<file path="src/design/icache_lfsr.sv">
`timescale 1ns/1ps

module icache_lfsr (
	input  logic       clk,
	input  logic       rst,
	input  logic       update,
	output logic [7:0] val
);

	// taps for x^8 + x^6 + x^5 + x^4 + 1, right-shifting galois form
	localparam logic [7:0] TAPS = 8'hb8;
	localparam logic [7:0] SEED = 8'h5a;

	logic [7:0] next_val;

	assign next_val = {1'b0, val[7:1]} ^ (val[0] ? TAPS : 8'h00);

	always_ff @(posedge clk) begin
		if (rst) begin
			val <= SEED;
		end else if (update) begin
			val <= next_val;
		end
	end

endmodule

</file>
<file path="config.mk">
export PLATFORM = sky130hd
export DESIGN_NAME = icache_lfsr
export DESIGN_NICKNAME = d
export VERILOG_FILES = /design/src/design/icache_lfsr.sv
export SDC_FILE = /design/constraint.sdc
export NUM_CORES = 1
export LEC_CHECK = 0
export BUFFER_PORTS_ARGS = -buffer_cell sky130_fd_sc_hd__buf_2
export CORE_AREA = 3 3 40 42
export DETAILED_ROUTE_END_ITERATION = 16
export DIE_AREA = 0 0 43 45
export PLACE_DENSITY = 0.52
export REMOVE_ABC_BUFFERS = 1
export SLEW_MARGIN = 25
export SYNTH_ARGS = -nofsm -noshare
export SYNTH_HDL_FRONTEND = slang
export SYNTH_SLANG_ARGS = --single-unit
</file>
<file path="constraint.sdc">
create_clock -name clk -period 0.8 [get_ports clk]
set_input_delay 0.04 -clock clk [delete_from_list [all_inputs] [get_ports clk]]
set_output_delay 0.04 -clock clk [all_outputs]
set_load 0.01 [all_outputs]
</file>
==> impl_metrics.prom <==
# TYPE chip_impl_metric gauge
chip_impl_metric{name="netlist_area",unit="sq um"} 372.9
chip_impl_metric{name="fp.coreArea",unit="sq um"} 1285
chip_impl_metric{name="powerDensity",unit="nW/um^2"} 1962
chip_impl_info{name="grt_setup_unrepaired",value="true"} 1
chip_impl_metric{name="grt.total_usage",unit="%"} 9.023
chip_impl_metric{name="timing.critical_path.required",unit="ns"} 0.97
chip_impl_metric{name="cts_buffers",unit=""} 3
chip_impl_metric{name="detail_route.iter0.violations",unit=""} 1
chip_impl_metric{name="die_w",unit="um"} 43
chip_impl_metric{name="largest_reg_flops",unit=""} 8
chip_impl_metric{name="ir_worst_vdd",unit="mV"} 1.281
chip_impl_info{name="clockRootBuffer",value="sky130_fd_sc_hd__clkbuf_4"} 1
chip_impl_metric{name="dp_hpwl",unit="um"} 447
chip_impl_metric{name="detail_route.vias_per_cell",unit=""} 4.610
chip_impl_metric{name="detail_route.first_pass.iterations",unit=""} 2
chip_impl_metric{name="timing.final.max_slew_violations",unit=""} 0
chip_impl_metric{name="finalWirelength",unit="um"} 662
chip_impl_metric{name="io_buffer_count",unit=""} 10
chip_impl_metric{name="vias",unit=""} 272
chip_impl_info{name="yosys-top-cells-area",value="sky130_fd_sc_hd__dfxtp_1 (43%), sky130_fd_sc_hd__buf_4 (10%), sky130_fd_sc_hd__mux2i_1 (8.1%)"} 1
chip_impl_info{name="largestRegisters",value="val: 8 flops"} 1
chip_impl_metric{name="first_global_vias",unit=""} 287
chip_impl_metric{name="proportion_of_register_bits_with_asynchronous_set_or_reset_after_synthesis",unit="%"} 0
chip_impl_info{name="most_flops_register",value="val"} 1
chip_impl_metric{name="dieHeight",unit="um"} 45
chip_impl_metric{name="antenna_found_initial",unit=""} 0
chip_impl_metric{name="postSynthCellCount",unit=""} 36
chip_impl_metric{name="final-hold-violation-count",unit=""} 0
chip_impl_metric{name="fmax",unit="GHz"} 1.124
chip_impl_metric{name="routability_driven_placement_congestion_ratio",unit=""} 0.6877
chip_impl_info{name="synth.most_common_cell",value="sky130_fd_sc_hd__dfxtp_1"} 1
chip_impl_metric{name="final_layout_size_suffix_gt1_share",unit="%"} 68.18
chip_impl_metric{name="floorplan.rows",unit=""} 13
chip_impl_info{name="hold_path_class",value="in2reg"} 1
chip_impl_metric{name="clock_insertion_delay_worst_skew",unit="ns"} 0.25
chip_impl_metric{name="report.final.setup_viol",unit=""} 7
chip_impl_info{name="post-synth-top-area-cell",value="sky130_fd_sc_hd__dfxtp_1"} 1
chip_impl_metric{name="clk_pin_slew_worst_paths",unit="ns"} 0.06
chip_impl_metric{name="initial_utilization",unit="%"} 29.02
chip_impl_metric{name="gr-total-overflow",unit=""} 0
chip_impl_metric{name="total_inserted_antenna_cells",unit=""} 0
chip_impl_info{name="violated_checks",value="setup timing"} 1
chip_impl_info{name="synth_ff_type",value="sky130_fd_sc_hd__dfxtp_1"} 1
chip_impl_info{name="worstSetupStartpoint",value="val[0]"} 1
chip_impl_metric{name="static-leakage-power",unit="nW"} 0.2233
chip_impl_metric{name="critical_path_peak_fanout",unit=""} 5
chip_impl_info{name="setup.worst_path.class",value="reg2reg"} 1
chip_impl_metric{name="crit_arrival",unit="ns"} 1.06
chip_impl_metric{name="synth_edf_count",unit=""} 0
chip_impl_metric{name="synth_seq_area_share",unit="%"} 42.95
chip_impl_metric{name="cts_sinks",unit=""} 8
chip_impl_metric{name="die_area",unit="sq um"} 1935
chip_impl_metric{name="num-fill-cells",unit=""} 132
chip_impl_metric{name="period_utilisation_layout",unit="%"} 111.2
chip_impl_info{name="timing.critical_path.to_type",value="register"} 1
chip_impl_metric{name="ys_warn_count",unit=""} 0
chip_impl_metric{name="multi_input_gate_area_in_the_final_layout",unit="sq um"} 173.9
chip_impl_metric{name="max-cap-violations",unit=""} 0
chip_impl_info{name="cp-start-kind",value="register"} 1
chip_impl_metric{name="detail_route.wl_per_cell",unit="um"} 11.22
chip_impl_metric{name="syn2layout_area_growth",unit="%"} 37.58
chip_impl_info{name="min-delay-start",value="rst"} 1
chip_impl_metric{name="seq_area",unit="sq um"} 180.2
chip_impl_metric{name="ys_ff_latch",unit=""} 8
chip_impl_metric{name="route.antenna.remaining_nets",unit=""} 0
chip_impl_info{name="crit_chain",value="buf_12 > xnor2_2 > a211oi_2"} 1
chip_impl_metric{name="hold-worst-slack",unit="ns"} 0.08276
chip_impl_info{name="worst_path_max_delay_cell",value="sky130_fd_sc_hd__dfxtp_4"} 1
chip_impl_metric{name="nNetsFinal",unit=""} 49
chip_impl_info{name="run_status",value="finished with violations"} 1
chip_impl_metric{name="synthDistinctLibCells",unit=""} 13
chip_impl_metric{name="top_level_ports",unit=""} 11
chip_impl_metric{name="skew",unit="ns"} 0.003465
chip_impl_metric{name="relative_slew_slack",unit="%"} 83.68
chip_impl_metric{name="grt_start_max_net_pins",unit=""} 13
chip_impl_metric{name="timing.final.crit_period",unit="ns"} 0.8893
chip_impl_metric{name="h_tree_levels",unit=""} 1
chip_impl_metric{name="post_synth.cell_area_avg",unit="sq um"} 10.36
chip_impl_metric{name="total_power",unit="W"} 0.001006
chip_impl_metric{name="worst-slew-pin-transition",unit="ns"} 0.2448
chip_impl_metric{name="clock_path_buffers",unit=""} 2
chip_impl_metric{name="yosysTopAreaCellShare",unit="%"} 42.95
chip_impl_info{name="post_synth_most_frequent_cells",value="sky130_fd_sc_hd__dfxtp_1 (8), sky130_fd_sc_hd__buf_4 (5), sky130_fd_sc_hd__nor2_1 (4), sky130_fd_sc_hd__mux2i_1 (3), sky130_fd_sc_hd__xnor2_1 (3)"} 1
chip_impl_metric{name="crit_path_largest_cell_delay",unit="ns"} 0.35
chip_impl_metric{name="grt_first_pass_wirelength",unit="mm"} 1.228
chip_impl_metric{name="setup_ws",unit="ns"} -0.08931
chip_impl_info{name="rr_startpoint",value="val[0]"} 1
chip_impl_info{name="tritoncts",value="built"} 1
chip_impl_metric{name="route.detailed.drc",unit=""} 0
## repair_timing
action                                  4_1_cts  5_1_grt
endpoints found under the setup margin        9       14
pin swaps                                     6        5
buffers inserted                              1        0
gates resized for setup                      14        8
hold buffers                                  0        0
## power breakdown
part,switching (W),internal (W),total [W]
Clock,0.000136,0.000172,0.000308
Sequential,0.0000346,0.000437,0.000471
Combinational,0.0000884,0.000139,0.000227
Total,0.000259,0.000747,0.00101
## per-stage QoR
stage                     worst slack [ns]  instances  TNS [ns]  utilization, %  cell area (sq um)
after floorplan                   -0.05311         28  -0.05311               -              307.8
after global placement            -0.02094         55  -0.02094           30.48              391.6
after detailed placement          -0.05014         55  -0.05187           30.48              391.6
after CTS                         -0.06999         59   -0.2204           38.27              491.7
after global routing               -0.1136         59   -0.5518           39.92              513.0
final                             -0.08931         59   -0.2785           39.92              513.0
## per-layer routing
| layer | up-vias | share of wire, % | global-route usage [%] | routed length (um) |
|---|---|---|---|---|
| li1 | 135 | - | - | - |
| met1 | 125 | 46 | 9.489 | 302 |
| met2 | 12 | 44 | 13.77 | 288 |
| met3 | 0 | 11 | 7.968 | 72 |
| met4 | 0 | 0 | 1.807 | 0 |
| met5 | - | 0 | 0 | 0 |
## layout make-up
type	instances	share of cell area (%)
well taps	15	3.659
repair buffers	13	22.93
flip-flops and latches	8	35.12
multi-input cells	20	33.90
clock buffers	3	4.390
## critical path, delay by kind of cell (launching register included)
family | cells | cell delay (ns)
compound gates | 1 | 0.19
xor+xnor | 1 | 0.13
buf+inv | 1 | 0.13
flops | 1 | 0.35
## worst paths after layout
kind	endpoint	slack [ns]	depth (start not counted)
worst max-delay path	val[5]	-0.09	3
worst min-delay path	val[5]	0.08	2
worst max register to register	val[5]	-0.09	3
worst min register to register	val[1]	0.47	1
## layout by cell type (no fill, tap or decap), drive strengths merged
cell type / Yosys / routed
nor2b: 3 / 3
nor3: 2 / 2
clkbuf: 0 / 3
nor2: 4 / 4
a21oi: 2 / 2
mux2i: 3 / 3
a211oi: 1 / 1
dfxtp: 8 / 8
a211o: 2 / 2
buf: 8 / 13
xnor2: 3 / 3
## kinds of logic after synthesis
| group | count (synthesis) | share of synthesized area [%] |
|---|---|---|
| and+or+nand+nor | 9 | 13.76 |
| DFF | 8 | 42.95 |
| buffers and inverters | 8 | 17.45 |
| AOI/OAI and AO/OA | 5 | 10.74 |
| xor gates and xnor gates | 3 | 7.048 |
| muxes | 3 | 8.054 |
Note: power is estimated with default switching activity, not from simulation.
