$ cat config.mk
export PLATFORM = sky130hd
export DESIGN_NAME = icache_refill
export DESIGN_NICKNAME = d
export VERILOG_FILES = /design/src/design/icache_pkg.sv /design/src/design/icache_refill.sv
export SDC_FILE = /design/constraint.sdc
export NUM_CORES = 1
export LEC_CHECK = 0
export ABC_AREA = 1
export BUFFER_PORTS_ARGS = -buffer_cell sky130_fd_sc_hd__buf_2
export CORE_ASPECT_RATIO = 1.1
export CORE_MARGIN = 5
export CORE_UTILIZATION = 25
export DETAILED_ROUTE_END_ITERATION = 10
export MAX_ROUTING_LAYER = met4
export PLACE_DENSITY_LB_ADDON = 0.25
export SYNTH_ARGS = -nofsm -noshare
export SYNTH_HDL_FRONTEND = slang
export SYNTH_SLANG_ARGS = --single-unit
$ cat constraint.sdc
create_clock -name clk -period 7.25 [get_ports clk]
set_input_delay 0.725 -clock clk [delete_from_list [all_inputs] [get_ports clk]]
set_output_delay 0.725 -clock clk [all_outputs]
set_load 0.01 [all_outputs]
$ cat src/design/icache_pkg.sv
package icache_pkg;

	// cache geometry
	localparam int ADDR_WIDTH = 32;
	localparam int WORD_WIDTH = 32;
	localparam int LINE_WORDS = 4;
	localparam int WAYS       = 2;
	localparam int SETS       = 16;

	localparam int BYTE_OFFSET_BITS = $clog2(WORD_WIDTH / 8);
	localparam int WORD_OFFSET_BITS = $clog2(LINE_WORDS);
	localparam int LINE_OFFSET_BITS = BYTE_OFFSET_BITS + WORD_OFFSET_BITS;
	localparam int INDEX_BITS       = $clog2(SETS);
	localparam int TAG_BITS         = ADDR_WIDTH - INDEX_BITS - LINE_OFFSET_BITS;
	localparam int LINE_WIDTH       = LINE_WORDS * WORD_WIDTH;

	// arlen encodes beats minus one
	localparam logic [7:0] BURST_LEN = 8'(LINE_WORDS - 1);

	typedef logic [ADDR_WIDTH-1:0]       addr_t;
	typedef logic [WORD_WIDTH-1:0]       word_t;
	typedef logic [TAG_BITS-1:0]         tag_t;
	typedef logic [INDEX_BITS-1:0]       index_t;
	typedef logic [WORD_OFFSET_BITS-1:0] offset_t;
	typedef logic [LINE_WIDTH-1:0]       line_t;
	typedef logic [$clog2(WAYS)-1:0]     way_t;

	typedef struct packed {
		logic valid;
		tag_t tag;
	} tag_entry_t;

	typedef struct packed {
		logic  read;
		addr_t addr;
	} cpu_req_t;

	typedef struct packed {
		logic  valid;
		word_t data;
	} cpu_resp_t;

	// read channels only
	typedef struct packed {
		logic       arvalid;
		addr_t      araddr;
		logic [7:0] arlen;
		logic       rready;
	} mem_req_t;

	typedef struct packed {
		logic  arready;
		logic  rvalid;
		word_t rdata;
		logic  rlast;
	} mem_resp_t;

	typedef enum logic [1:0] {
		IDLE,
		ADDR,
		RECV,
		DONE
	} refill_state_t;

endpackage

$ cat src/design/icache_refill.sv
`timescale 1ns/1ps

module icache_refill (
	input  logic                  clk,
	input  logic                  rst,
	input  logic                  start,
	input  icache_pkg::addr_t     line_addr,
	input  logic                  hold,
	output icache_pkg::mem_req_t  mem_req,
	input  icache_pkg::mem_resp_t mem_resp,
	output logic                  line_done,
	output icache_pkg::line_t     line
);

	icache_pkg::refill_state_t state;
	icache_pkg::refill_state_t state_next;

	icache_pkg::addr_t   addr_q;
	icache_pkg::offset_t beat_cnt;
	icache_pkg::line_t   line_buf;

	logic beat;

	// a beat moves only when the invalidation is not holding the engine
	assign beat = (state == icache_pkg::RECV) && mem_resp.rvalid && !hold;

	always_comb begin
		mem_req         = '0;
		mem_req.araddr  = addr_q;
		mem_req.arlen   = icache_pkg::BURST_LEN;
		mem_req.arvalid = (state == icache_pkg::ADDR);
		mem_req.rready  = (state == icache_pkg::RECV) && !hold;
	end

	// done waits out a hold too, since the tag write port is taken
	assign line_done = (state == icache_pkg::DONE) && !hold;
	assign line      = line_buf;

	always_comb begin
		state_next = state;
		unique case (state)
			icache_pkg::IDLE: begin
				if (start) begin
					state_next = icache_pkg::ADDR;
				end
			end
			icache_pkg::ADDR: begin
				if (mem_resp.arready) begin
					state_next = icache_pkg::RECV;
				end
			end
			icache_pkg::RECV: begin
				if (beat && mem_resp.rlast) begin
					state_next = icache_pkg::DONE;
				end
			end
			icache_pkg::DONE: begin
				if (!hold) begin
					state_next = icache_pkg::IDLE;
				end
			end
			default: begin
				state_next = icache_pkg::IDLE;
			end
		endcase
	end

	always_ff @(posedge clk) begin
		if (rst) begin
			state <= icache_pkg::IDLE;
		end else begin
			state <= state_next;
		end
	end

	// beat position within the line
	always_ff @(posedge clk) begin
		if (rst) begin
			beat_cnt <= '0;
		end else if (state == icache_pkg::IDLE && start) begin
			beat_cnt <= '0;
		end else if (beat) begin
			beat_cnt <= beat_cnt + 1'b1;
		end
	end

	always_ff @(posedge clk) begin
		if (state == icache_pkg::IDLE && start) begin
			addr_q <= line_addr;
		end
	end

	// incrementing burst, so beat n lands in word n
	always_ff @(posedge clk) begin
		if (beat) begin
			line_buf[beat_cnt * icache_pkg::WORD_WIDTH +: icache_pkg::WORD_WIDTH]
				<= mem_resp.rdata;
		end
	end

endmodule

==> flow_summary_export.csv, run 1 <==
group,metric,value,unit
detailed_routing,drt-total-wl,17.44,mm
sta,finalCritPeriodShare,0.3590,
critical_path,cp.required,7.51,ns
final_layout,final_cells,970,
final_layout,syn_to_final_growth,34.14,%
detailed_routing,drtIter0Drc,208,
synth,synth_cell_types,22,
sta,fmax,384.2,MHz
floorplanning,dieWidth,158.6,microns
clock_tree,cts_sinks,164,
place,place_hpwl,12.55,mm
pwr,vdd_ir_drop_max,0.0001008,V
critical_path,critical_path.max_fanout,32,
final_layout,nFillCells,2399,
grt,grt_pass1_vias,4021,
grt,grt_max_degree,33,
sta,worstMarginPinSlew,1.212,ns
synth,synth_area_leaders,"edfxtp_1 (79%), nor2_1 (6.6%), inv_1 (3.0%)",
clock_tree,ctsHoldBuffers,0,
critical_path,end_kind,"register",
sta,clock-skew-final,0.01134,ns
synth,synth_edf_count,160,
detailed_routing,vias,3948,
grt,antenna_found_initial,1,
synth,synth-seq-cells,164,
pwr,switchingPower,0.0006067,W
place,place.gp.congestion,0.7206,
final_layout,seqCellArea,0.004885,sq mm
critical_path,arrival,2.86,ns
pwr,seqPwrFrac,0.494,
floorplanning,design.portCount,242,
clock_tree,numCtsBuffers,17,
synth,synthArstFlopShare,0,
place,post-place-cells,937,
pwr,pwr-share-comb,0.110,
sta,setup_slack,4.647,ns
clock_tree,clk_latency,0.43,ns
pwr,power,0.002292,W
sta,setup_viol,0,
sta,min_period,2.603,ns
sta,relSlewSlack,0.1912,
floorplanning,core_area,0.02377,sq mm
grt,grt_pass1_wl,25.09,mm
run_status,outcome,"finished clean",
pwr,p_int,0.001685,W
floorplanning,start_util,0.2555,
clock_tree,postCtsSetupBuffers,0,
grt,track_usage,0.1284,
clock_tree,cts.clk_slew.worst_paths,0.07,ns
pwr,netSwitchingFraction,0.2647,
final_layout,drive_gt1_frac,0.4307,
run,drv_cap,0,
detailed_routing,drc_errors,0,
sta,slew_viol_final,0,
synth,synthCells,413,
detailed_routing,drtAntennaViolNets,0,
clock_tree,clock_path_buffers,2,
floorplanning,die_height,173.5,microns
critical_path,startpoint_type,"register",
grt,grt-ovfl-total,0,
clock_tree,cts_tree,"yes",
synth,ys_seq_area_frac,0.8043,
sta,tns,0,ns
pwr,leakagePower,3.338,nW
pwr,power_density,281.3,mW/mm^2
floorplanning,die-area,0.02751,sq mm
synth,yosysWarnings,0,
place,io_buffers,233,
synth,syn_avg_cell_area,14.71,sq um
synth,yosysMostFrequentCell,"edfxtp_1",
detailed_routing,wl_per_cell,17.97,microns
synth,syn_area,0.006073,sq mm
place,post-place-ws,4.488,ns
floorplanning,rows,59,
clock_tree,cts_htree_levels,4,
detailed_routing,vias_per_cell,4.070,
sta,hold_viol,0,
sta,rsz0062_at_grt,"false",
detailed_routing,firstDrtPassIters,4,
synth,synth-main-ff-cell,"edfxtp_1",
critical_path,criticalPathCategory,"register to register",
pwr,pwr-share-clk,0.396,
final_layout,nets,731,
clock_tree,root_buffer,"clkbuf_16",
clock_tree,cts_resized,0,
worst_hold_path,hp-class,"input pin to register",
synth,synth_top_cells_by_count,"edfxtp_1 (160), nor2_1 (107), inv_1 (48)",
synth,synth_top_area_frac,0.7911,
synth,yosysTopAreaCell,"edfxtp_1",
final_layout,multi_input_area,909.6,sq um
area by class of cell:
cell class / count / share of cell area
tap: 305 / 0.04684
timing repair buffer: 236 / 0.1459
clock buffer: 17 / 0.05222
clock inverter: 15 / 0.01997
antenna: 1 / 0.0003072
sequential: 164 / 0.5996
inverter: 51 / 0.02350
multi-input combinational: 181 / 0.1117
layer usage:
| layer | share of wire | up-vias | GRT usage |
|---|---|---|---|
| met4 | 0.022 | 0 | 0.04799 |
| li1 | - | 1868 | - |
| met2 | 0.48 | 179 | 0.2044 |
| met5 | 0 | - | - |
| met3 | 0.091 | 20 | 0.03970 |
| met1 | 0.40 | 1881 | 0.1521 |
cell usage in the layout, fill, tap and decap left out, drive strengths merged, types with 2 or more instances in the layout:
cell / Yosys / layout
clkbuf: 2 / 17
ha: 9 / 9
clkinv: 0 / 4
nor3: 32 / 32
conb: 2 / 8
nor2: 108 / 108
dfxtp: 4 / 4
nand3: 2 / 2
edfxtp: 160 / 160
a21oi: 3 / 3
nand2: 14 / 14
inv: 51 / 60
buf: 21 / 236
power by group through the flow:
stage | Clock, W | Combinational, W | Sequential (W)
floorplan | 0 | 0.000116 | 0.00118
global placement | 0 | 0.000256 | 0.00115
detailed placement | 0 | 0.000260 | 0.00116
CTS | 0.000929 | 0.000260 | 0.00113
global route | 0.000970 | 0.000284 | 0.00114
finish | 0.000908 | 0.000251 | 0.00113
state kept, by name (all words and copies together) (netlist names):
name,count
addr_q,32
line,128
beat_cnt,2
state,2
path summary, 6_finish.rpt:
kind	startpoint	end	slack, ns	cells past startpoint
worst max register to register	beat_cnt[0]	line[26]	4.65	5
worst max-delay path	beat_cnt[0]	line[26]	4.65	5
worst min-delay path	line_addr[27]	addr_q[27]	0.47	1
worst min register to register	state[0]	state[0]	0.54	2
critical path, stage by stage, from the launching register on:
cell	delay, ns
dfxtp_1	0.36
inv_2	0.40
ha_1	0.34
inv_2	0.34
nand3_2	0.70
nor2_1	0.27
cell families after synthesis:
| logic type | Yosys count | synth area share |
|---|---|---|
| flops | 164 | 0.8043 |
| other cells | 2 | 0.001237 |
| simple gates | 159 | 0.1160 |
| buf+inv | 74 | 0.05542 |
| fa+ha+maj | 9 | 0.01854 |
| compound gates | 5 | 0.004531 |
through the flow:
stage                 util  hold WS (ns)  cell area, sq um
floorplan                -        0.4990              6096
global placement    0.3179        0.5292              7556
detailed placement  0.3179        0.5318              7556
CTS                 0.3426        0.4458              8144
global route        0.3427        0.4428              8147
finish              0.3427        0.4709              8147
No activity file was read; power rests on OpenSTA's default activity.
==> inputs of run 2 (changes only) <==
==> constraint.sdc (replaced) <==
create_clock -name clk -period 2.7 [get_ports clk]
set_input_delay 0.27 -clock clk [delete_from_list [all_inputs] [get_ports clk]]
set_output_delay 0.27 -clock clk [all_outputs]
set_load 0.01 [all_outputs]
==> flow_summary_export.csv, run 2 (synthesis gave the netlist of run 1 again) <==
group,metric,value,unit
pwr,leakagePower,3.410,nW
final_layout,final_cell_mix,"buf_2 (233), edfxtp_1 (160), nor2_1 (103), inv_1 (48), nor3_1 (22)",
critical_path,rrSetupSlack,0.60,ns
worst_hold_path,min_to,"addr_q[1]",
critical_path,slowest_delay,0.59,ns
pwr,power_density,753.7,mW/mm^2
clock_tree,numCtsBuffers,17,
final_layout,largest_reg_flops,128,
clock_tree,clock_path_buffers,2,
sta,rsz0062_at_grt,"false",
clock_tree,ctsHoldBuffers,0,
clock_tree,cts_sinks,164,
run,drv_cap,0,
detailed_routing,wl_per_cell,17.91,microns
worst_hold_path,hold_path_startpoint,"line_addr[1]",
floorplanning,design.portCount,242,
critical_path,arrival,2.33,ns
grt,grt_pass1_wl,25.32,mm
place,place_hpwl,13.22,mm
final_layout,syn_to_final_growth,36.22,%
detailed_routing,vias,3952,
clock_tree,cts.clk_slew.worst_paths,0.07,ns
floorplanning,rows,59,
clock_tree,cts_tree,"yes",
critical_path,startpoint_type,"register",
critical_path,r2r_end,"line[21]",
grt,grt-ovfl-total,0,
floorplanning,start_util,0.2555,
floorplanning,dieWidth,158.6,microns
clock_tree,postCtsSetupBuffers,0,
clock_tree,clk_latency,0.42,ns
place,io_buffers,233,
clock_tree,cts_htree_levels,4,
sta,clock-skew-final,0.009318,ns
final_layout,drive_gt1_frac,0.4398,
critical_path,rr_startpoint,"beat_cnt[0]",
sta,relSlewSlack,0.4707,
clock_tree,cts_resized,0,
detailed_routing,drtIter0Drc,165,
clock_tree,root_buffer,"clkbuf_16",
grt,grt_max_degree,33,
worst_hold_path,hold_depth,1,
sta,worstMarginPinSlew,0.7940,ns
critical_path,end_kind,"register",
sta,setup_slack,0.6046,ns
sta,min_period,2.095,ns
floorplanning,core_area,0.02377,sq mm
detailed_routing,drc_errors,0,
sta,setup_viol,0,
sta,hold_viol,0,
critical_path,cp.required,2.94,ns
final_layout,final_common_cell,"buf_2",
critical_path,critical_path.max_fanout,32,
detailed_routing,firstDrtPassIters,5,
grt,antenna_found_initial,0,
detailed_routing,drtAntennaViolNets,0,
grt,track_usage,0.1285,
sta,fin_hold_ws,0.02573,ns
critical_path,cp_common_cell,"inv_2",
sta,fmax,477.2,MHz
sta,tns,0,ns
sta,slew_viol_final,0,
place,place.gp.congestion,0.7881,
sta,finalCritPeriodShare,0.7761,
critical_path,r2r_cells,5,
pwr,vdd_ir_drop_max,0.0003209,V
floorplanning,die-area,0.02751,sq mm
final_layout,nets,740,
detailed_routing,drt-total-wl,17.51,mm
detailed_routing,vias_per_cell,4.041,
grt,grt_pass1_vias,4002,
run_status,outcome,"finished clean",
critical_path,critPathSlowestCell,"nand3_2",
place,placed_area,0.007661,sq mm
critical_path,crit_path_cell_trace,"inv_2 -> ha_1 -> inv_2 -> nand3_2 -> nor2_1",
final_layout,design_area,0.008273,sq mm
final_layout,n_antenna_cell,0,
place,post-place-ws,0.5121,ns
critical_path,criticalPathCategory,"register to register",
floorplanning,die_height,173.5,microns
worst_hold_path,hp-class,"input pin to register",
-- run 2: cell types whose count changed in the layout (fill, tap and decap cells not counted) --
cell / before / now
buf_12: 0 / 3
buf_4: 3 / 9
bufinv_16: 1 / 2
clkinv_1: 1 / 0
clkinv_2: 1 / 2
clkinv_4: 1 / 2
clkinvlp_4: 1 / 0
diode_2: 1 / 0
inv_6: 4 / 3
-- run 2: where the power goes --
group	leakage, nW	total (W)	switching (W)	internal [W]
clock network	0.305	0.00251	0.00110	0.00141
logic	1.59	0.000695	0.000469	0.000226
registers	1.52	0.00303	0.0000428	0.00299
-- run 2: critical path, delay by kind of cell (launching register included) --
kind	cells	cell delay, ns
fa+ha+maj	1	0.34
buf+inv	2	0.26
simple gates	2	0.88
flops	1	0.42
-- run 2: stage by stage --
step                      utilization  power (W)  instances
after floorplan                     -   0.003488        419
after global placement         0.3223   0.003802        946
after detailed placement       0.3223   0.003816        946
after CTS                      0.3480   0.006327        978
after global routing           0.3480   0.006539        978
final                          0.3480   0.006236        978
-- run 2: layout make-up --
class	count	area (sq um)
Multi-Input combinational cell	181	909.6
Sequential cell	164	4885
Clock inverter	15	186.4
Inverter	51	191.4
Clock buffer	17	425.4
Fill cell	2380	15500
Tap cell	305	381.6
Timing Repair Buffer	245	1294
-- run 2: how the worst max path moves through the flow --
stage,startpoint,end,cells after the start
floorplan,beat_cnt[0],line[0],5
global placement,state[0],line[51],7
detailed placement,beat_cnt[0],line[23],5
CTS,beat_cnt[0],line[21],5
global route,beat_cnt[0],line[14],5
finish,beat_cnt[0],line[21],5
-- run 2: metal layers --
metal  vias to the layer above  GRT usage  part of all wire
li1                       1882          -                 -
met1                      1879     0.1538              0.39
met2                       176     0.2120              0.51
met3                        15    0.03396             0.087
met4                         0    0.03804             0.015
met5                         -          -                 0
