### config.mk
export PLATFORM = sky130hd
export DESIGN_NAME = icache_ram
export DESIGN_NICKNAME = d
export VERILOG_FILES = /design/src/design/icache_pkg.sv /design/src/design/icache_ram.sv
export SDC_FILE = /design/constraint.sdc
export NUM_CORES = 1
export LEC_CHECK = 0
export ABC_AREA = 1
export BUFFER_PORTS_ARGS = -buffer_cell sky130_fd_sc_hd__buf_2
export CAP_MARGIN = 20
export CELL_PAD_IN_SITES_DETAIL_PLACEMENT = 1
export CELL_PAD_IN_SITES_GLOBAL_PLACEMENT = 1
export CORE_ASPECT_RATIO = 1.25
export CORE_UTILIZATION = 54
export DETAILED_ROUTE_END_ITERATION = 12
export GPL_ROUTABILITY_DRIVEN = 0
export PLACE_DENSITY = 0.88
export RECOVER_POWER = 25
export SETUP_SLACK_MARGIN = 0.1
export SLEW_MARGIN = 15
export SYNTH_ARGS = -nofsm -noshare
export SYNTH_HDL_FRONTEND = slang
export SYNTH_SLANG_ARGS = --single-unit
### constraint.sdc
create_clock -name clk -period 5.35 [get_ports clk]
set_input_delay 0.2675 -clock clk [delete_from_list [all_inputs] [get_ports clk]]
set_output_delay 0.2675 -clock clk [all_outputs]
set_load 0.01 [all_outputs]
### src/design/icache_pkg.sv
package icache_pkg;

	// cache geometry
	localparam int ADDR_WIDTH = 32;
	localparam int WORD_WIDTH = 32;
	localparam int LINE_WORDS = 4;
	localparam int WAYS       = 2;
	localparam int SETS       = 16;

	localparam int BYTE_OFFSET_BITS = $clog2(WORD_WIDTH / 8);
	localparam int WORD_OFFSET_BITS = $clog2(LINE_WORDS);
	localparam int LINE_OFFSET_BITS = BYTE_OFFSET_BITS + WORD_OFFSET_BITS;
	localparam int INDEX_BITS       = $clog2(SETS);
	localparam int TAG_BITS         = ADDR_WIDTH - INDEX_BITS - LINE_OFFSET_BITS;
	localparam int LINE_WIDTH       = LINE_WORDS * WORD_WIDTH;

	// arlen encodes beats minus one
	localparam logic [7:0] BURST_LEN = 8'(LINE_WORDS - 1);

	typedef logic [ADDR_WIDTH-1:0]       addr_t;
	typedef logic [WORD_WIDTH-1:0]       word_t;
	typedef logic [TAG_BITS-1:0]         tag_t;
	typedef logic [INDEX_BITS-1:0]       index_t;
	typedef logic [WORD_OFFSET_BITS-1:0] offset_t;
	typedef logic [LINE_WIDTH-1:0]       line_t;
	typedef logic [$clog2(WAYS)-1:0]     way_t;

	typedef struct packed {
		logic valid;
		tag_t tag;
	} tag_entry_t;

	typedef struct packed {
		logic  read;
		addr_t addr;
	} cpu_req_t;

	typedef struct packed {
		logic  valid;
		word_t data;
	} cpu_resp_t;

	// read channels only
	typedef struct packed {
		logic       arvalid;
		addr_t      araddr;
		logic [7:0] arlen;
		logic       rready;
	} mem_req_t;

	typedef struct packed {
		logic  arready;
		logic  rvalid;
		word_t rdata;
		logic  rlast;
	} mem_resp_t;

	typedef enum logic [1:0] {
		IDLE,
		ADDR,
		RECV,
		DONE
	} refill_state_t;

endpackage

### src/design/icache_ram.sv
`timescale 1ns/1ps

module icache_ram #(
	parameter int WIDTH = 32,
	parameter int DEPTH = 16
) (
	input  logic                     clk,
	input  logic                     we,
	input  icache_pkg::index_t       waddr,
	input  logic [WIDTH-1:0]         wdata,
	input  icache_pkg::index_t       raddr,
	output logic [WIDTH-1:0]         rdata
);

	logic [WIDTH-1:0] mem [DEPTH];

	// write port
	always_ff @(posedge clk) begin
		if (we) begin
			mem[waddr] <= wdata;
		end
	end

	// read returns old contents on a same-edge write
	always_ff @(posedge clk) begin
		rdata <= mem[raddr];
	end

endmodule

==> results of run 1 <==
[synth_stat cells]
| cell | instances | area, µm² |
|---|---|---|
| buf_1 | 14 | 52.6 |
| buf_12 | 1 | 20.0 |
| buf_2 | 41 | 205 |
| buf_4 | 6 | 45.0 |
| buf_6 | 29 | 327 |
| clkbuf_1 | 14 | 52.6 |
| dfxtp_1 | 32 | 641 |
| edfxtp_1 | 512 | 15400 |
| inv_1 | 388 | 1460 |
| inv_2 | 1 | 3.75 |
| inv_4 | 1 | 6.26 |
| nand2_1 | 677 | 2540 |
| nand3_1 | 385 | 1930 |
| nand3b_1 | 2 | 15.0 |
| nor2_1 | 17 | 63.8 |
[where the power goes]
part | leakage [nW] | switching (W) | internal (W)
sequential | 4.90 | 0.0000434 | 0.00476
combinational | 4.94 | 0.000438 | 0.000144
clock | 0.836 | 0.00165 | 0.00208
total | 10.7 | 0.00214 | 0.00698
[final timing paths]
path / endpoint / start / slack (ps) / cells past startpoint
setup reg to reg: rdata[15] / mem[0][15] / 4100 / 6
setup / recovery: rdata[29] / raddr[0] / 3290 / 8
hold reg to reg: rdata[28] / mem[14][28] / 670 / 6
hold / removal: mem[10][11] / wdata[11] / 70 / 1
[per-layer routing]
layer	routed length (µm)	GRT usage [%]
met2	35800	58.0
met5	11	0
met4	3840	19.5
met3	4820	4.84
met1	25300	39.2
[sequential cells by signal (all words and copies together) (netlist names)]
| name | flops |
|---|---|
| mem | 512 |
| rdata | 32 |
[cell usage in the layout (no fill, tap or decap), drive strengths merged]
| cell | Yosys | final |
|---|---|---|
| nand3b | 2 | 2 |
| clkinv | 0 | 25 |
| edfxtp | 512 | 512 |
| inv | 390 | 390 |
| clkbuf | 14 | 91 |
| nand3 | 385 | 385 |
| bufinv | 0 | 5 |
| dfxtp | 32 | 32 |
| nor2 | 17 | 17 |
| diode | 0 | 4 |
| buf | 91 | 75 |
| nand2 | 677 | 677 |
[cells by family after synthesis]
group / synth area share, %
buf+inv: 9.54
flops: 70.5
simple gates: 20.0
[layout make-up]
type | count | area [µm²]
timing repair buffer | 100 | 574
fill | 4397 | 16200
inverter | 390 | 1470
clock inverter | 30 | 288
antenna | 4 | 10.0
multi-input combinational | 1081 | 4670
sequential | 544 | 16000
tap | 552 | 691
clock buffer | 66 | 1380
[metrics by stage]
step	setup WS [ps]	hold slack [ps]
floorplan	3090	366
global route	3180	79.5
CTS	3400	30.6
detailed placement	2790	652
global placement	2900	628
finish	3290	69.1
[worst register-to-register path, delay by kind of cell, from the launching register on]
kind / cells / cell delay [ps]
flip-flops: 1 / 420
AND/OR/NAND/NOR: 5 / 600
buffers and inverters: 1 / 100
==> metrics.txt, run 1 <==
Port Buffer Count=73; Num CTS Buffers=51; Slew HR=32.3%; syn_area_per_cell=10.7 µm²; Initial DRC Count=1737; clock skew=16.0 ps; starting density of the core=55.0%; CP top delay family=buffers and inverters; DR pass1 iterations=6; synth warn=0; worst hold path class=input port to flop; worst vdd ir=266 µV; Final ANT Viol Nets=0; die area=42900 µm²; initial antenna violation count=3; Overall Power=0.00912 W; Max Cap Viol=0; Design Area, Final=25100 µm²; Clock Latency Late Sink=590 ps; worst-path maximum fanout=116; part of the cycle the worst path needs=38.5%; vias in the first global route=17500; Critical Path RT=5830 ps; row count=83; first-pass GRT wire length=104 mm; slew of the pin with the lowest slew margin=1020 ps; Synth Cell Area=22700 µm²; Synth cell types=15; CTS clk-pin slew, worst paths=70 ps; final hold vios=0; dpl hpwl=34.0 mm; routed len/inst=25.2 µm; CTS hold repair buffers=0; Die Ht=231 µm; unrepaired setup endpoints after global routing=no; P_leak=10.7 nW; fin util=60.7%; Cell Count, Final, Fillers Out=2767; clock sink count=544; largest net degree at the start of global routing=208; post-synthesis sequential area ratio=70.5%; status=finished clean; Core ar.=41300 µm²; Die Width=186 µm; final net count=2210; setup_tns=0 ps; H-tree levels=2; Period minus WS final=2060 ps; Via density=5.82; Total GRT Usage=33.4%; CP max stage delay=690 ps; CP arrival=2540 ps; via count=16100; post_cts resized=0; critical path cell sequence=clkbuf_8 > inv_6 > buf_4 > nand2_1 > nand3_1 > nand3_1 > nand3_1 > nand2_1; CTS tree=yes; DRC errors left=0; final wirelength=69.8 mm; PwrDens=363 nW/µm²; Final Setup Violations=0; Post-Syn Instances=2120; Worst setup SP type=input port; Max Fclk=485 MHz; # Post-CTS Setup Buffers=0; Most Frequent Cell on Critical Path=nand3_1; share of cells above drive strength 1=7.91%; Slowest cell on crit path=inv_6; IO Count=74; GRT overflow=0; dpl cell area=23400 µm²; Bufs and invs on worst path=3; Max Slew Vio Count=0; critical path type=input port to flop; Root Buffer Master=clkbuf_16; area delta synth->final=10.4%; Synth Net Count=2162; dpl cells=2667; FF+latch count, synth=544; clock buffer depth=3; Critical Path End Type=flop
(Power assumes the default switching activity.)
==> run 2: changes to the inputs <==
ABC_AREA = 0   (was 1)
CORE_UTILIZATION = 55   (was 54)
PLACE_DENSITY = 0.82   (was 0.88)
clock period = 2.1 ns   (was 5.35 ns; I/O delays follow)
==> run 2 against run 1 <==
Against the previous run:
- die area decreased by 14%
- clock skew increased by 9.7 ps
- clock power increased to 2.5 times the previous value
- combinational power increased by 110%
- sequential cell count unchanged
- sequential power increased to 2.5 times the previous value
- largest power group unchanged
- highest routed layer is now met4
==> metrics.txt, run 2 <==
CTS clk-pin slew, worst paths=60 ps; most common cell after layout, fill and taps aside=edfxtp_1; Slew HR=55.3%; P_leak=7.48 nW; dpl cells=1370; # Post-CTS Setup Buffers=0; number of flops mapped to enable cells by yosys=512; Critical Path End Type=flop; top cells by count, synth=edfxtp_1, mux4_2, a22oi_1, nand2_1, dfxtp_1; Via density=6.38; CTS hold repair buffers=32; CTS tree=yes; Synth Net Count=880; commonest non-fill, non-tap cells in the layout=edfxtp_1, mux4_2, a22oi_1, clkbuf_16, buf_2; Critical Path RT=2520 ps; Post-Syn Instances=838; Synth Cell Area=19900 µm²; Final Setup Violations=0; starting density of the core=56.0%; worst-path maximum fanout=1; Max Slew Vio Count=0; setup_tns=0 ps; Top reg by flops=mem; Slowest cell on crit path=mux4_2; Root Buffer Master=clkbuf_16; Final ANT Viol Nets=0; final wirelength=47.2 mm; dpl hpwl=22.7 mm; count leader, synth=edfxtp_1; Setup crit start=mem[11][31]; routed len/inst=31.5 µm; DR pass1 iterations=5; cell taking the most area after synthesis=edfxtp_1; Worst setup SP type=flop; FF+latch count, synth=544; via count=9551; syn_area_per_cell=23.7 µm²; share of cells above drive strength 1=30.0%; post-synthesis sequential area ratio=80.7%; Period minus WS final=1450 ps; worst hold path class=input port to flop; Largest regs=mem: 512 flops, rdata: 32 flops; worst vdd ir=654 µV; Hold Crit Start=raddr[2]; clock sink count=544; initial antenna violation count=1; area delta synth->final=17.2%; first-pass GRT wire length=68.6 mm; slew of the pin with the lowest slew margin=670 ps; IO Count=74; Worst R2R Start=mem[11][31]; largest net degree at the start of global routing=72; clock skew=25.6 ps; Initial DRC Count=1102; CP arrival=1880 ps; Cell Count, Final, Fillers Out=1497; Total GRT Usage=26.8%; Die Ht=214 µm; final hold vios=0; CP max stage delay=490 ps; synth warn=0; critical path type=flop to flop; Core ar.=35500 µm²; prevailing post-synth register cell=edfxtp_1; Synth cell types=18; Num CTS Buffers=50; die area=36900 µm²; status=finished clean; Clock Latency Late Sink=590 ps; Max Fclk=688 MHz; clock buffer depth=3; part of the cycle the worst path needs=69.3%; PwrDens=980 nW/µm²; Design Area, Final=23300 µm²; Max Cap Viol=0; dominant cells by area after synthesis=edfxtp_1, mux4_2, dfxtp_1; vias in the first global route=10300; dpl cell area=21300 µm²; DRC errors left=0; row count=77; max reg flops=512; H-tree levels=2; critical path cell sequence=mux4_2 > a22oi_1 > nand2_1; top-area cell type share of the netlist area=77.4%; asr flop ratio synth=0%; GRT overflow=0; post_cts resized=0; WHS=100 ps; # fillers=2868; final net count=1022; Die Width=172 µm; unrepaired setup endpoints after global routing=no; Port Buffer Count=73
## run 2: changes by cell type in the layout (fill, tap and decap cells not counted), moves of 6 or more
| cell | change |
|---|---|
| inv_1 | -386 |
| dlygate4sd3_1 | +32 |
| mux4_2 | +128 |
| clkbuf_1 | -8 |
| a22oi_1 | +64 |
| clkinv_2 | -6 |
| nand2_1 | -644 |
| buf_12 | +23 |
| nand3_1 | -384 |
| buf_4 | -22 |
## run 2: layout make-up
| class | count | area (µm²) | area share, % |
|---|---|---|---|
| Tap cell | 474 | 593 | 2.55 |
| Timing Repair Buffer | 133 | 1190 | 5.13 |
| Antenna cell | 1 | 2.50 | 0.0108 |
| Sequential cell | 544 | 16000 | 68.8 |
| Clock buffer | 62 | 1380 | 5.93 |
| Multi-Input combinational cell | 251 | 3770 | 16.2 |
| Clock inverter | 32 | 317 | 1.36 |
## run 2: layer usage
layer	track usage (%)	wire length (µm)	vias up
li1	-	-	3859
met1	37.2	17900	5081
met2	44.4	24500	523
met3	3.97	3610	88
met4	7.99	1190	0
met5	0	0	-
## run 2: worst max-delay path: cells and delay by family, from the launching register on
family,cells,cell delay [ps]
compound gates,1,280
flops,1,370
mux,1,490
simple gates,1,160
## run 2: cells by family after synthesis
group,count (synthesis),share of synthesized area (%)
DFF,544,80.7
buffers and inverters,43,1.12
AOI/OAI and AO/OA,64,2.42
muxes,128,14.5
and+or+nand+nor,59,1.27
## run 2: through the flow
step                      setup slack, ps  util (%)  total power (W)
after floorplan                      -313         -           0.0130
final                                 646      65.7           0.0228
after global routing                  587      65.7           0.0233
after detailed placement              386      60.0           0.0136
after CTS                             645      65.7           0.0229
after global placement                459      60.0           0.0135
## run 2: path summary, 6_finish.rpt
check | to | depth (start not counted) | slack (ps)
hold reg to reg | rdata[1] | 3 | 680
hold / removal | rdata[1] | 4 | 100
setup reg to reg | rdata[31] | 3 | 650
setup / recovery | rdata[31] | 3 | 650
## run 2: where the power goes
part           switching, W  internal [W]
Combinational      0.000694      0.000502
Sequential        0.0000888        0.0121
Clock               0.00397       0.00542
==> run 3: changes to the inputs <==
CORE_UTILIZATION = 49   (was 55)
PLACE_DENSITY = 0.78   (was 0.82)
clock period = 1.3 ns   (was 2.1 ns; I/O delays follow)
==> run 3 against run 2 <==
Against the previous run:
- the run now ends with negative setup slack left
- highest routed layer unchanged
- fmax up 0.65%
- setup slack worse by 790 ps
- die area up 12%
- final area up 4.6%
- clock power up 57%
- largest power group unchanged
==> metrics.txt, run 3 (synthesized netlist as in run 2, its figures left out) <==
status=finished with violations; failing checks=negative setup slack; die area=41300 µm²; clock skew=13.2 ps; Final Worst Setup Slack=-145 ps; clock buffer depth=3; initial antenna violation count=0; P_leak=7.93 nW; unrepaired setup endpoints after global routing=yes; dpl cells=1474; starting density of the core=49.6%; Cell Count, Final, Fillers Out=1597; WHS=126 ps; Max Fclk=692 MHz; H-tree levels=2; area delta synth->final=22.7%; Period minus WS final=1440 ps; most common cell after layout, fill and taps aside=edfxtp_1; final hold vios=0; Max Slew Vio Count=0; share of cells above drive strength 1=40.0%; DRC errors left=0; CP arrival=1890 ps; CTS tree=yes; clock share of power=40.1%; final wirelength=49.8 mm; diode count=0; CTS clk-pin slew, worst paths=70 ps; clock sink count=544; final net count=1095; row count=82; Root Buffer Master=clkbuf_16; Largest regs=mem: 512 flops, rdata: 32 flops; Worst setup SP type=flop; IO Count=74; Initial DRC Count=1101; Top reg by flops=mem; via count=9765; max reg flops=512; routed len/inst=31.2 µm; Sw Share=21.5%; Final Setup Violations=6; worst hold path class=input port to flop; Pint=0.0289 W; Net Sw Power=0.00790 W; largest net degree at the start of global routing=33; Critical Path End Type=flop; Total GRT Usage=24.8%; Via density=6.11; Clock Latency Late Sink=580 ps; first-pass GRT wire length=72.6 mm; Die Ht=227 µm; DR pass1 iterations=5; worst vdd ir=1170 µV; worst-path maximum fanout=1; vias in the first global route=10700; combinational power share=6.2%; Final ANT Viol Nets=0; Critical Path RT=1740 ps; dpl hpwl=28.1 mm; Core ar.=40000 µm²; slew of the pin with the lowest slew margin=721 ps; # Post-CTS Setup Buffers=0; Port Buffer Count=73; Num CTS Buffers=49; Slew HR=51.9%; part of the cycle the worst path needs=111%; Die Width=182 µm; GRT overflow=0; Max Cap Viol=0; Sequential Power Share=53.7%; critical path type=flop to flop; commonest non-fill, non-tap cells in the layout=edfxtp_1, mux4_2, buf_4, buf_2; PwrDens=1510 nW/µm²
-- run 3: path summary, 6_finish.rpt --
path	from	end	slack (ps)	depth (start not counted)
max	mem[11][31]	rdata[31]	-140	3
min	raddr[2]	rdata[16]	130	4
max reg2reg	mem[11][31]	rdata[31]	-140	3
min reg2reg	mem[14][27]	rdata[27]	670	3
-- run 3: layout make-up --
cell class	count	area, µm²
Fill cell	3274	15700
Sequential cell	544	16000
Multi-Input combinational cell	251	4060
Clock inverter	27	293
Tap cell	504	631
Clock buffer	64	1320
Timing Repair Buffer	207	2030
-- run 3: timing repair --
item	in CTS	in global routing
endpoints found under the hold margin	512	0
hold buffers	32	0
pin swaps	40	20
endpoints found under the setup margin	32	33
resized for setup	37	16
-- run 3: worst max-delay path: stages, from the launching register on --
cell and delay, ps:
edfxtp_1 440, mux4_2 530, a22oi_2 230, nand2_2 120
-- run 3: layer usage --
metal | share of wire (%) | routed length (µm) | GRT usage (%)
met4 | 2.8 | 1390 | 8.46
met5 | 0 | 0 | 0
met1 | 39 | 19300 | 32.0
met3 | 5.5 | 2730 | 3.38
met2 | 53 | 26400 | 43.6
-- run 3: per-stage QoR --
step	instance area (µm²)	worst slack [ps]	setup TNS [ps]	total power, W	utilization, %
floorplan	20200	-474	-76280	0.0211	-
global placement	22200	-281	-32180	0.0221	55.4
detailed placement	22200	-361	-39880	0.0222	55.4
CTS	24300	-150	-625	0.0369	60.7
global route	24400	-173	-786	0.0376	60.9
finish	24400	-145	-395	0.0368	60.9
-- run 3: power by group through the flow --
stage | Sequential [W] | Clock, W | Combinational [W]
finish | 0.0197 | 0.0148 | 0.00229
global route | 0.0198 | 0.0154 | 0.00242
CTS | 0.0197 | 0.0149 | 0.00227
detailed placement | 0.0201 | 0 | 0.00209
global placement | 0.0201 | 0 | 0.00199
floorplan | 0.0201 | 0 | 0.00103
